[config.mk]
export PLATFORM = sky130hd
export DESIGN_NAME = event_readout_top
export DESIGN_NICKNAME = d
export VERILOG_FILES = /design/src/source/event_readout_pkg.sv /design/src/source/event_readout_top.sv /design/src/source/event_readout_sm.sv /design/src/source/event_output_mux.sv /design/src/source/header_fifo.sv /design/src/source/event_sample_ram.sv /design/src/source/rdholdoff_timer.sv
export VERILOG_INCLUDE_DIRS = /design/src /design/src/source
export SDC_FILE = /design/constraint.sdc
export NUM_CORES = 2
export LEC_CHECK = 0
export BUFFER_PORTS_ARGS = -buffer_cell sky130_fd_sc_hd__buf_2
export CAP_MARGIN = 0
export CORE_UTILIZATION = 40
export DETAILED_ROUTE_END_ITERATION = 12
export GPL_ROUTABILITY_DRIVEN = 1
export GPL_TIMING_DRIVEN = 0
export PLACE_DENSITY = 0.63
export SYNTH_ARGS = -nofsm -noshare
export SYNTH_HDL_FRONTEND = slang
export SYNTH_SLANG_ARGS = --single-unit
[constraint.sdc]
create_clock -name clk_i -period 4.6 [get_ports clk_i]
set_input_delay 0.46 -clock clk_i [delete_from_list [all_inputs] [get_ports clk_i]]
set_output_delay 0.46 -clock clk_i [all_outputs]
set_load 0.1 [all_outputs]
[src/source/event_readout_macros.svh]
`ifndef EVENT_READOUT_MACROS_SVH
`define EVENT_READOUT_MACROS_SVH

// number of channels walked per event
`define ER_CHANNELS 2

// cascaded memory banks behind each channel
`define ER_BANKS 3

// upper address width, the two lower bits come from the FSM state
// 2 bits here gives 16 words per bank
`define ER_UADDR_BITS 2

// width of one sample word, header words use the same width
`define ER_DATA_BITS 16

// header FIFO depth counted in events of four words
`define ER_HDR_EVENTS 4

// hold-off load value width, counted in enable ticks
`define ER_HOLDOFF_BITS 24

`endif
[src/source/event_readout_pkg.sv]
`include "event_readout_macros.svh"

package event_readout_pkg;

    typedef logic [`ER_DATA_BITS-1:0]         sample_t;
    typedef logic [`ER_UADDR_BITS-1:0]        uaddr_t;
    // upper address followed by the two lower bits
    typedef logic [`ER_UADDR_BITS+1:0]        ram_addr_t;
    typedef logic [`ER_CHANNELS-1:0]          chan_onehot_t;
    typedef logic [`ER_BANKS-1:0]             bank_onehot_t;
    typedef logic [$clog2(`ER_CHANNELS)-1:0]  chan_idx_t;
    typedef logic [$clog2(`ER_BANKS)-1:0]     bank_idx_t;
    typedef logic [`ER_HOLDOFF_BITS-1:0]      holdoff_t;

    // low two bits are the lower address, bit 2 flags the header states
    typedef enum logic [3:0] {
        DATA3   = 4'd0,
        DATA0   = 4'd1,
        DATA1   = 4'd2,
        DATA2   = 4'd3,
        HEADER3 = 4'd4,
        HEADER0 = 4'd5,
        HEADER1 = 4'd6,
        HEADER2 = 4'd7,
        PAUSE   = 4'd8
    } readout_state_t;

    // capture side write into one channel and bank
    typedef struct packed {
        logic      wr;
        chan_idx_t chan;
        bank_idx_t bank;
        ram_addr_t addr;
        sample_t   data;
    } sample_wr_t;

    typedef struct packed {
        ram_addr_t    addr;
        bank_onehot_t bank_en;
        chan_onehot_t chan_en;
        logic         casdomux_en;
    } ram_rd_t;

    typedef struct packed {
        logic sel_header;
        logic word_ce;
    } out_sel_t;

endpackage

[src/source/event_readout_top.sv]
`timescale 1ns/1ns

module event_readout_top
    import event_readout_pkg::*;
(
    input  logic       clk_i,
    input  logic       rdholdoff_reset,
    input  logic       clk_ce_i,
    input  holdoff_t   rdholdoff_i,
    input  sample_wr_t sample_wr_i,
    input  logic       hdr_push_i,
    input  sample_t    hdr_word_i,
    output sample_t    ev_data_o,
    output logic       ev_strobe_o,
    output logic       ev_valid_o,
    output logic       complete_o
);

    logic     data_available;
    logic     header_rd;
    ram_rd_t  rd;
    out_sel_t sel;
    logic     valid;
    logic     holdoff_load;
    logic     holdoff_run;
    logic     holdoff_done;
    sample_t  hdr_word;
    sample_t  cas_data;

    event_readout_sm u_sm (
        .clk_i            (clk_i),
        .rdholdoff_reset  (rdholdoff_reset),
        .clk_ce_i         (clk_ce_i),
        .data_available_i (data_available),
        .header_rd_o      (header_rd),
        .rd_o             (rd),
        .sel_o            (sel),
        .valid_o          (valid),
        .complete_o       (complete_o),
        .holdoff_load_o   (holdoff_load),
        .holdoff_run_o    (holdoff_run),
        .holdoff_done_i   (holdoff_done)
    );

    rdholdoff_timer u_holdoff (
        .clk_i           (clk_i),
        .rdholdoff_reset (rdholdoff_reset),
        .clk_ce_i        (clk_ce_i),
        .load_i          (holdoff_load),
        .run_i           (holdoff_run),
        .rdholdoff_i     (rdholdoff_i),
        .done_o          (holdoff_done)
    );

    event_sample_ram u_ram (
        .clk_i           (clk_i),
        .rdholdoff_reset (rdholdoff_reset),
        .sample_wr_i     (sample_wr_i),
        .rd_i            (rd),
        .cas_data_o      (cas_data)
    );

    header_fifo u_hdr (
        .clk_i           (clk_i),
        .rdholdoff_reset (rdholdoff_reset),
        .push_i          (hdr_push_i),
        .word_i          (hdr_word_i),
        .rd_i            (header_rd),
        .word_o          (hdr_word),
        .available_o     (data_available)
    );

    event_output_mux u_out (
        .clk_i           (clk_i),
        .rdholdoff_reset (rdholdoff_reset),
        .clk_ce_i        (clk_ce_i),
        .sel_i           (sel),
        .valid_i         (valid),
        .hdr_word_i      (hdr_word),
        .cas_data_i      (cas_data),
        .ev_data_o       (ev_data_o),
        .ev_strobe_o     (ev_strobe_o)
    );

    // event-valid level comes straight from the controller
    assign ev_valid_o = valid;

endmodule

[src/source/event_readout_sm.sv]
`timescale 1ns/1ns

module event_readout_sm
    import event_readout_pkg::*;
(
    input  logic     clk_i,
    input  logic     rdholdoff_reset,
    input  logic     clk_ce_i,
    input  logic     data_available_i,
    output logic     header_rd_o,
    output ram_rd_t  rd_o,
    output out_sel_t sel_o,
    output logic     valid_o,
    output logic     complete_o,
    output logic     holdoff_load_o,
    output logic     holdoff_run_o,
    input  logic     holdoff_done_i
);

    localparam int NBANK = $bits(bank_onehot_t);
    localparam int NCHAN = $bits(chan_onehot_t);

    readout_state_t state_q;
    uaddr_t         uaddr_q;
    bank_onehot_t   bank_q;
    chan_onehot_t   chan_q;
    logic           valid_q;
    logic           readout_complete_q;

    logic hdr_state;
    logic data_state;
    logic start_event;
    logic group_end;
    logic last_word;

    // header states carry bit 2 and PAUSE sits above them
    assign hdr_state  = state_q[2] && !state_q[3];
    assign data_state = (state_q[3:2] == 2'b00);

    // first enable tick in HEADER0 that sees a stored event
    assign start_event = clk_ce_i && (state_q == HEADER0) && data_available_i;

    // DATA2 issues lower address 3 and closes a group of four
    assign group_end = clk_ce_i && (state_q == DATA2);

    // final address of the final bank of the final channel
    assign last_word = (state_q == DATA2) && (&uaddr_q)
                       && bank_q[NBANK-1] && chan_q[NCHAN-1];

    // one state step per enable tick
    // HEADER0 waits one extra tick so valid is up before the first header word
    always_ff @(posedge clk_i) begin
        if (rdholdoff_reset) begin
            state_q <= HEADER0;
        end else if (clk_ce_i) begin
            case (state_q)
                HEADER0: if (valid_q) state_q <= HEADER1;
                HEADER1: state_q <= HEADER2;
                HEADER2: state_q <= HEADER3;
                HEADER3: state_q <= DATA0;
                DATA0:   state_q <= DATA1;
                DATA1:   state_q <= DATA2;
                DATA2:   state_q <= DATA3;
                DATA3: begin
                    if (readout_complete_q) state_q <= PAUSE;
                    else state_q <= DATA0;
                end
                PAUSE:   if (holdoff_done_i) state_q <= HEADER0;
                default: state_q <= HEADER0;
            endcase
        end
    end

    // valid drops on the first PAUSE tick once the last word has left
    always_ff @(posedge clk_i) begin
        if (rdholdoff_reset) begin
            valid_q <= 1'b0;
        end else if (start_event) begin
            valid_q <= 1'b1;
        end else if (clk_ce_i && (state_q == PAUSE)) begin
            valid_q <= 1'b0;
        end
    end

    // upper address steps every group of four
    // the bank rotates after its last address and the channel after its last bank
    // all three wrap back to the start after the final word
    always_ff @(posedge clk_i) begin
        if (rdholdoff_reset) begin
            uaddr_q <= '0;
            bank_q  <= '0;
            chan_q  <= '0;
        end else if (start_event) begin
            uaddr_q <= '0;
            bank_q  <= bank_onehot_t'(1);
            chan_q  <= chan_onehot_t'(1);
        end else if (group_end) begin
            uaddr_q <= uaddr_q + 1'b1;
            if (&uaddr_q) begin
                bank_q <= {bank_q[NBANK-2:0], bank_q[NBANK-1]};
            end
            if ((&uaddr_q) && bank_q[NBANK-1]) begin
                chan_q <= {chan_q[NCHAN-2:0], chan_q[NCHAN-1]};
            end
        end
    end

    // set once the last address is issued and held through DATA3
    always_ff @(posedge clk_i) begin
        if (rdholdoff_reset) begin
            readout_complete_q <= 1'b0;
        end else if (clk_ce_i) begin
            if (state_q == HEADER0) readout_complete_q <= 1'b0;
            else if (last_word) readout_complete_q <= 1'b1;
        end
    end

    // lower address comes straight from the state code
    assign rd_o.addr    = {uaddr_q, state_q[1:0]};
    assign rd_o.bank_en = bank_q;
    assign rd_o.chan_en = chan_q;
    // HEADER3 already reads the first data word one tick ahead of the output
    assign rd_o.casdomux_en = clk_ce_i && ((state_q == HEADER3) || data_state);

    assign sel_o.sel_header = hdr_state;
    assign sel_o.word_ce    = (state_q != PAUSE);

    // one header word popped per header tick
    assign header_rd_o = clk_ce_i && valid_q && hdr_state;
    assign valid_o     = valid_q;
    assign complete_o  = clk_ce_i && readout_complete_q && (state_q == DATA3);

    // hold-off is loaded in the final DATA3 and counts down in PAUSE
    assign holdoff_load_o = readout_complete_q && (state_q == DATA3);
    assign holdoff_run_o  = (state_q == PAUSE);

    // address enables stay one-hot for the whole event
    a_onehot_en: assert property (@(posedge clk_i) disable iff (rdholdoff_reset)
        valid_q |-> $onehot(bank_q) && $onehot(chan_q));

    // completion only fires once the address walk has wrapped to the first word
    a_complete_end: assert property (@(posedge clk_i) disable iff (rdholdoff_reset)
        complete_o |-> (uaddr_q == '0) && bank_q[0] && chan_q[0]);

endmodule

[src/source/event_output_mux.sv]
`timescale 1ns/1ns

module event_output_mux
    import event_readout_pkg::*;
(
    input  logic     clk_i,
    input  logic     rdholdoff_reset,
    input  logic     clk_ce_i,
    input  out_sel_t sel_i,
    input  logic     valid_i,
    input  sample_t  hdr_word_i,
    input  sample_t  cas_data_i,
    output sample_t  ev_data_o,
    output logic     ev_strobe_o
);

    sample_t data_q;
    logic    strobe_q;
    logic    take;

    // one word per enable tick while the event is open
    assign take = clk_ce_i && valid_i && sel_i.word_ce;

    // header words come straight from the FIFO head,
    // sample words from the cascade register
    always_ff @(posedge clk_i) begin
        if (rdholdoff_reset) begin
            data_q <= '0;
        end else if (take) begin
            data_q <= sel_i.sel_header ? hdr_word_i : cas_data_i;
        end
    end

    // strobe lasts the single cycle after the capture
    always_ff @(posedge clk_i) begin
        if (rdholdoff_reset) begin
            strobe_q <= 1'b0;
        end else begin
            strobe_q <= take;
        end
    end

    assign ev_data_o   = data_q;
    assign ev_strobe_o = strobe_q;

endmodule

[src/source/header_fifo.sv]
`timescale 1ns/1ns
`include "event_readout_macros.svh"

module header_fifo
    import event_readout_pkg::*;
(
    input  logic    clk_i,
    input  logic    rdholdoff_reset,
    input  logic    push_i,
    input  sample_t word_i,
    input  logic    rd_i,
    output sample_t word_o,
    output logic    available_o
);

    localparam int WORDS    = `ER_HDR_EVENTS * 4;
    localparam int PTR_BITS = $clog2(WORDS);
    localparam int CNT_BITS = $clog2(`ER_HDR_EVENTS + 1);

    sample_t mem [WORDS];
    // extra top bit tells full from empty
    logic [PTR_BITS:0]   wr_ptr_q;
    logic [PTR_BITS:0]   rd_ptr_q;
    logic [CNT_BITS-1:0] events_q;
    logic                empty;
    logic                full;
    logic                ev_pushed;
    logic                ev_popped;

    assign empty = (wr_ptr_q == rd_ptr_q);
    assign full  = (wr_ptr_q[PTR_BITS] != rd_ptr_q[PTR_BITS])
                   && (wr_ptr_q[PTR_BITS-1:0] == rd_ptr_q[PTR_BITS-1:0]);

    // fourth word of an event closes or frees it
    assign ev_pushed = push_i && (&wr_ptr_q[1:0]);
    assign ev_popped = rd_i && (&rd_ptr_q[1:0]);

    always_ff @(posedge clk_i) begin
        if (push_i) mem[wr_ptr_q[PTR_BITS-1:0]] <= word_i;
    end

    always_ff @(posedge clk_i) begin
        if (rdholdoff_reset) begin
            wr_ptr_q <= '0;
            rd_ptr_q <= '0;
            events_q <= '0;
        end else begin
            if (push_i) wr_ptr_q <= wr_ptr_q + 1'b1;
            if (rd_i) rd_ptr_q <= rd_ptr_q + 1'b1;
            if (ev_pushed && !ev_popped) events_q <= events_q + 1'b1;
            else if (ev_popped && !ev_pushed) events_q <= events_q - 1'b1;
        end
    end

    // head word, advanced by the controller one word at a time
    assign word_o      = mem[rd_ptr_q[PTR_BITS-1:0]];
    assign available_o = (events_q != '0);

    a_no_overflow: assert property (@(posedge clk_i) disable iff (rdholdoff_reset)
        push_i |-> !full);

    // reads only ever walk through a complete stored event
    a_no_underflow: assert property (@(posedge clk_i) disable iff (rdholdoff_reset)
        rd_i |-> !empty && available_o);

endmodule

[src/source/event_sample_ram.sv]
`timescale 1ns/1ns
`include "event_readout_macros.svh"

module event_sample_ram
    import event_readout_pkg::*;
(
    input  logic       clk_i,
    input  logic       rdholdoff_reset,
    input  sample_wr_t sample_wr_i,
    input  ram_rd_t    rd_i,
    output sample_t    cas_data_o
);

    localparam int DEPTH = 2 ** $bits(ram_addr_t);

    // read data of each bank, zero unless that bank is the active one
    sample_t bank_out [`ER_CHANNELS][`ER_BANKS];
    sample_t cas_sel;
    sample_t cas_q;

    for (genvar c = 0; c < `ER_CHANNELS; c++) begin : g_chan
        for (genvar b = 0; b < `ER_BANKS; b++) begin : g_bank
            sample_t mem [DEPTH];
            sample_t rd_q;

            always_ff @(posedge clk_i) begin
                if (sample_wr_i.wr && (sample_wr_i.chan == c) && (sample_wr_i.bank == b)) begin
                    mem[sample_wr_i.addr] <= sample_wr_i.data;
                end
                // registered read, needs one idle cycle between enable ticks
                if (rd_i.chan_en[c] && rd_i.bank_en[b]) begin
                    rd_q <= mem[rd_i.addr];
                end
            end

            assign bank_out[c][b] = (rd_i.chan_en[c] && rd_i.bank_en[b]) ? rd_q : '0;
        end
    end

    // enables are one-hot, so an OR of the masked outputs is the bank mux
    always_comb begin
        cas_sel = '0;
        for (int c = 0; c < `ER_CHANNELS; c++) begin
            for (int b = 0; b < `ER_BANKS; b++) begin
                cas_sel = cas_sel | bank_out[c][b];
            end
        end
    end

    // cascade output register, one word per enable tick
    always_ff @(posedge clk_i) begin
        if (rdholdoff_reset) begin
            cas_q <= '0;
        end else if (rd_i.casdomux_en) begin
            cas_q <= cas_sel;
        end
    end

    assign cas_data_o = cas_q;

    a_wr_range: assert property (@(posedge clk_i) disable iff (rdholdoff_reset)
        sample_wr_i.wr |-> (sample_wr_i.chan < `ER_CHANNELS) && (sample_wr_i.bank < `ER_BANKS));

endmodule

[src/source/rdholdoff_timer.sv]
`timescale 1ns/1ns

module rdholdoff_timer
    import event_readout_pkg::*;
(
    input  logic     clk_i,
    input  logic     rdholdoff_reset,
    input  logic     clk_ce_i,
    input  logic     load_i,
    input  logic     run_i,
    input  holdoff_t rdholdoff_i,
    output logic     done_o
);

    localparam int HB = $bits(holdoff_t);

    // one extra bit on top catches the borrow past zero
    logic [HB:0] count_q;

    // counter sits at zero whenever it is neither loaded nor running
    always_ff @(posedge clk_i) begin
        if (rdholdoff_reset || !(load_i || run_i)) begin
            count_q <= '0;
        end else if (clk_ce_i) begin
            if (load_i) begin
                count_q <= {1'b0, rdholdoff_i};
            end else if (run_i) begin
                count_q <= count_q - 1'b1;
            end
        end
    end

    // borrow set means the count has gone below zero
    assign done_o = count_q[HB];

endmodule

# ---- Word level (Yosys, flattened, before mapping)
# Memory sizes are Yosys's and may differ from the RTL's. A register that Yosys moved wholly into a read port is not among the register bits.
# Index checks and enable logic that the tools add are counted.
dict set report classes {
  addsub 6
  n_mux 41
  order_cmp 0
  n_eq_ne 13
  n_bitwise 6
  div_mod_pow 0
  mul 0
  n_reduce_logical 63
  shifts 0
}
# cell count
set ops {}
lappend ops {{2-to-1 mux 16 bit} 7}
lappend ops {{bitwise OR 16 bit} 5}
lappend ops {{2-to-1 mux 25 bit} 2}
lappend ops {{one-hot mux 4 bit (9 select lines)} 1}
lappend ops {{logical AND 1 bit} 34}
lappend ops {{subtractor 25 x 1 -> 25 bit (second input constant)} 1}
lappend ops {{2-to-1 mux 1 bit} 24}
lappend ops {{2-to-1 mux 4 bit} 5}
lappend ops {{equality test 4 x 3 -> 1 bit (second input constant)} 4}
lappend ops {{AND reduction 2 bit} 8}
lappend ops {{nonzero test 2 bit} 7}
lappend ops {{adder 5 x 1 -> 5 bit (second input constant)} 2}
lappend ops {{equality test 4 x 2 -> 1 bit (second input constant)} 2}
lappend ops {{2-to-1 mux 3 bit} 2}
lappend ops {{AND reduction 3 bit} 2}
lappend ops {{equality test 4 x 1 -> 1 bit (second input constant)} 1}
lappend ops {{equality test 4 bit (second input constant)} 1}
lappend ops {{logical NOT 1 bit} 4}
lappend ops {{logical NOT 2 bit} 2}
lappend ops {{logical NOT 4 bit} 1}
lappend ops {{!= test 4 bit (second input constant)} 1}
lappend ops {{adder 3 x 1 -> 3 bit (second input constant)} 1}
lappend ops {{logical OR 1 bit} 3}
lappend ops {{nonzero test 3 bit} 1}
lappend ops {{other kinds (8)} 8}
dict set report word_totals {
  mem_bits_ro 0
  ramBits 1792
  n_memories 7
  latchBits 0
  output_inout_bits 19
  in_bits 68
  wordCells 151
  reg_bits 84
}
# name words word_bits read_ports rd_ports_with_merged_regs write_ports line
set memory_table {}
lappend memory_table {u_hdr.mem 16 16 1 1 1 header_fifo.sv:20} ;# sample_t mem [WORDS];
lappend memory_table {{u_ram.g_chan[0].g_bank[0].mem} 16 16 1 1 1 event_sample_ram.sv:23} ;# sample_t mem [DEPTH];
lappend memory_table {{u_ram.g_chan[0].g_bank[1].mem} 16 16 1 1 1 event_sample_ram.sv:23}
lappend memory_table {{u_ram.g_chan[0].g_bank[2].mem} 16 16 1 1 1 event_sample_ram.sv:23}
lappend memory_table {{u_ram.g_chan[1].g_bank[0].mem} 16 16 1 1 1 event_sample_ram.sv:23}
lappend memory_table {{u_ram.g_chan[1].g_bank[1].mem} 16 16 1 1 1 event_sample_ram.sv:23}
lappend memory_table {{1 more memories} n/a n/a n/a n/a n/a n/a}

# ---- Longest topological paths before layout
dict set report depth {
  ltp_word 7
  mapped_depth 9
  depth_no_buf 9
}

# ---- By module
# Synthesis repeated with hierarchy kept, for this count alone.
dict set report unflattened {
  hier_cells 3575
  area_unflattened_um2 75557.5
}
# mod cells_each n_inst area_each_um2 seq_area_each_um2
set modules_own_cells {}
lappend modules_own_cells {event_sample_ram 2707 1 61889.4 49327.3}
lappend modules_own_cells {header_fifo 475 1 10348.7 7987.7}
lappend modules_own_cells {rdholdoff_timer 221 1 1669.1 500.5}
lappend modules_own_cells {event_output_mux 79 1 884.6 340.3}
lappend modules_own_cells {event_readout_sm 93 1 765.7 260.2}

# ---- Least setup slack after synthesis
# Ideal clock, no wire load.
dict set report synth_timing {
  path_type {register to register}
  startpoint {register u_sm.valid_q (netlist: u_sm.valid_o)}
  endpoint {register u_hdr.events_q[2]}
  arrival_ns 2.630
  setup_time_ns 0.070
  stages_incl_launch_ff 9
  path_slack_ns 1.899
  synth_period_minus_slack_ns 2.701
  path_buffers 0
  t_required_ns 4.530
  cell_sequence {dfxtp_1 nand4b_1 or2_2 ha_1 inv_1 fa_1 xor2_1 or3_1 a21oi_1}
}
dict set report synth_via {
  elab_chain_len 6
  word_cells_on_any_way 8
  cone_classes {mux: 1; reduce/logical: 7}
}
# element line
set synth_lines {}
lappend synth_lines {{from (decl)} event_readout_sm.sv:27} ;# logic valid_q;
lappend synth_lines {{from (signal assigned)} event_readout_sm.sv:77} ;# valid_q <= 1'b0;
lappend synth_lines {{from (signal assigned)} event_readout_sm.sv:79} ;# valid_q <= 1'b1;
lappend synth_lines {{from (signal assigned)} event_readout_sm.sv:81} ;# valid_q <= 1'b0;
lappend synth_lines {{logical AND 1 bit (*) (2 in series)} event_readout_sm.sv:129} ;# assign header_rd_o = clk_ce_i && valid_q && hdr_state;
lappend synth_lines {{logical AND 1 bit (*)} header_fifo.sv:36} ;# assign ev_popped = rd_i && (&rd_ptr_q[1:0]);
lappend synth_lines {{logical NOT 1 bit} header_fifo.sv:50} ;# if (ev_pushed && !ev_popped) events_q <= events_q + 1'b1;
lappend synth_lines {{logical AND 1 bit} header_fifo.sv:50}
lappend synth_lines {{2-to-1 mux 3 bit / nonzero test 2 bit (equally long branches)} n/a}
lappend synth_lines {{to (signal assigned)} header_fifo.sv:50}
lappend synth_lines {{to (signal assigned)} header_fifo.sv:51} ;# else if (ev_popped && !ev_pushed) events_q <= events_q - 1'b1;
lappend synth_lines {{to (decl)} header_fifo.sv:24} ;# logic [CNT_BITS-1:0] events_q;
# Mark *: on every way between the ends. The rest lies on a longest branch, timed or not.
# A chain may end at the register's enable or synchronous reset.

==> impl_metrics.tcl <==
set metrics [dict create \
    status "finished clean" \
    synth_fp_nets 3488 \
    async_flop_share_pct 0 \
    slew_viol_final 0 \
    synth_largest_area_cell "edfxtp_1" \
    synth_edf_count 1888 \
    vias 37230 \
    yosys-top-cells-area "edfxtp_1, mux4_2, dfxtp_1" \
    die_w_um 436.1 \
    switching_power_mw 8.110 \
    critPathSlowestCell "clkbuf_1" \
    cp_top_family "buffers and inverters" \
    p_int_mw 29.67 \
    worst_hold_slack_ns 0.05931 \
    grt_pass1_wl_mm 272.6 \
    ant_nets 0 \
    ios 87 \
    clkSlewWorstSetupHoldPaths_ns 0.06 \
    yosysTopAreaCellShare_pct 75.20 \
    critical_path_class "reg -> reg" \
    period_minus_slack_ns 4.297 \
    num-nets-final 3900 \
    setup_viol 0 \
    fp.dieArea_um2 190200 \
    gp_congestion 0.8587 \
    max-vdd-ir-drop_uv 328.6 \
    clkLatencyLatePin_ns 0.83 \
    cp-start-kind "flop" \
    cts_sinks 1974 \
    maxCapViolations 0 \
    seq_power_share_pct 52.5 \
    fillers 15110 \
    yosys_warnings 0 \
    grt_pass1_vias 36810 \
    overflow 0 \
    wl_mm 191.1 \
    grt_use_total_pct 20.01 \
    syn_inst 3411 \
    rsz0062_at_grt "false" \
    firstDrtPassIters 6 \
    arrival_ns 4.84 \
    cts.htree.levels 4 \
    portBuffers 85 \
    ys_ff_latch 1974 \
    min_period_over_period_pct 93.41 \
    max_stage_delay_ns 1.01 \
    cts-root-buf "clkbuf_16" \
    leakagePower_nw 26.97 \
    drive_gt1_share_pct 29.36 \
    wl_per_cell_um 29.55 \
    fmax_ghz 0.2327 \
    hpwl_mm 130.3 \
    clkPwrFrac_pct 41.8 \
    route.detailed.drc 0 \
    maxSlewHeadroom_pct 8.698 \
    syn_area_um2 75390 \
    floorplan.initialDensity_pct 40.48 \
    crit_buf_inv 4 \
    netSwitchingFraction_pct 21.47 \
    cts_buffer_depth 3 \
    cts_tree "yes" \
    synthFlopType "edfxtp_1" \
    rows 158 \
    worst_pin_slew_ns 1.370 \
    worst-path-max-fanout 10 \
    grt_max_degree 97 \
    worstPathCellList "buf_6 -> buf_2 -> clkbuf_1 -> buf_1 -> mux4_2 -> mux4_2" \
    synth_cell_types 74 \
    final.setup.tns_ns 0 \
    dieHeight_um 436.1 \
    worstSetupEndpointType "flop" \
    p_comb_share_pct 5.7 \
    syn-mean-instance-area_um2 22.10 \
    finClkSkew_ns 0.06173 \
    area_delta_synth_final_pct 16.33 \
    numCtsBuffers 192 \
    antenna_found_initial 20 \
    yosysSeqAreaShare_pct 77.48 \
    finalHoldViolations 0 \
    final_util_pct 47.10 \
    drt-vias-per-instance 5.758 \
    hp-class "in -> reg" \
    path_common_cell "mux4_2" \
    required_ns 5.14 \
    core_area_um2 186200 \
    power_per_cell_area_nw_per_um2 430.8 \
    initialDrtViolationCount 4915 \
]
registers in the layout, summed over array words and instances (netlist names), 4 cells and up, named ones only:
name and flops:
u_out.ev_data_o 16, u_holdoff.count_q 25, u_sm.state_q 4, u_hdr.wr_ptr_q 4, u_ram.g_chan.g_bank.mem 1536, u_hdr.mem 256, u_ram.g_chan.g_bank.rd_q 96, u_ram.cas_data_o 16
u_hdr.rd_ptr_q 4
cells by family after synthesis:
logic type	Yosys count	synth area share, %
flip-flops	1974	77.48
buffers and inverters	204	1.127
AO/OA/AOI/OAI	220	2.146
AND/OR/NAND/NOR	414	2.750
XOR/XNOR	10	0.1162
multiplexers	580	16.22
adder cells (fa/ha/maj)	9	0.1593
cell usage after synthesis (10+ instances only):
master and count:
o21ai_0 21, mux4_2 512, nor2_1 163, nand3_1 31
mux2_2 13, edfxtp_1 1888, buf_2 58, a211oi_1 11
dfxtp_1 86, a21oi_1 16, clkbuf_1 108, a31oi_1 10
inv_1 16, nor2b_1 12, o22ai_1 13, buf_1 19
nor3_1 24, nand2_1 70, a22oi_1 67, and2_1 20
and4_1 20, mux2i_1 55
power by group through the flow:
stage	registers [mW]	logic [mW]	clock network (mW)
after floorplan	20.2	1.21	0
after global placement	20.2	2.08	0
after detailed placement	20.2	2.18	0
after CTS	19.8	2.20	16.0
after global routing	19.8	2.28	16.7
final	19.8	2.16	15.8
per-stage QoR:
stage | setup WS, ns | instance area, µm² | power (mW) | std cells
2_1_floorplan | 1.899 | 75390 | 21.43 | 3411
3_3_place_gp | 0.2851 | 78920 | 22.30 | 5976
3_5_place_dp | 0.2489 | 81160 | 22.38 | 6089
4_1_cts | 0.2965 | 87690 | 38.02 | 6462
5_1_grt | 0.3189 | 87700 | 38.76 | 6463
6_report | 0.3030 | 87710 | 37.78 | 6466
cell usage in the layout, fill, tap and decap left out, drive strengths merged, types with 10 or more instances in the layout:
cell type | netlist | final
o21ai | 21 | 21
nor3 | 24 | 24
and2 | 20 | 20
mux2 | 13 | 13
a22oi | 67 | 67
a31oi | 10 | 10
dfxtp | 86 | 86
bufinv | 0 | 19
clkinv | 0 | 72
a21oi | 16 | 16
clkbuf | 108 | 361
nand2 | 70 | 70
o22ai | 13 | 13
mux2i | 55 | 55
mux4 | 512 | 512
nor2b | 12 | 12
edfxtp | 1888 | 1888
nor2 | 163 | 163
buf | 79 | 276
and4 | 20 | 20
dlygate4sd3 | 0 | 20
a211oi | 11 | 11
nand3 | 31 | 31
inv | 17 | 23
final timing paths:
path	startpoint	to	slack (ns)	cells after the start
worst max-delay path	u_sm.state_q[1]	u_ram.g_chan[1].g_bank[0].rd_q[2]	0.30	6
worst min-delay path	rdholdoff_i[15]	u_holdoff.count_q[15]	0.06	4
worst max register to register	u_sm.state_q[1]	u_ram.g_chan[1].g_bank[0].rd_q[2]	0.30	6
worst min register to register	u_ram.cas_data_o[13]	u_ram.cas_data_o[13]	0.50	2
metal layers:
layer	GRT usage (%)	up-vias	routed length [µm]
met2	31.29	1753	90330
met5	0	-	53
met4	5.331	8	4812
li1	-	15280	-
met3	4.002	271	16090
met1	28.70	19920	79790
layout make-up:
cell class | count | area (µm²) | share of cell area [%]
clock inverters | 101 | 1205 | 1.374
flip-flops and latches | 1974 | 58420 | 66.60
multi-input cells | 1233 | 16380 | 18.68
repair buffers | 218 | 2604 | 2.969
plain buffers | 187 | 790.8 | 0.9016
clock buffers | 252 | 5131 | 5.850
well taps | 2480 | 3103 | 3.538
inverters | 17 | 63.81 | 0.07276
diodes | 4 | 10.01 | 0.01141
tightest hold or removal path, cell delays in order:
cell and delay (ns):
buf_2 0.08, nand3_1 0.07, o41ai_1 0.06, a32o_1 0.12
what timing repair did:
action                                 CTS  global route
setup buffers                            0             0
gates resized for setup                  0             0
hold buffers                            20             0
endpoints found under the hold margin  158             0
No activity file was read; power rests on OpenSTA's default activity.
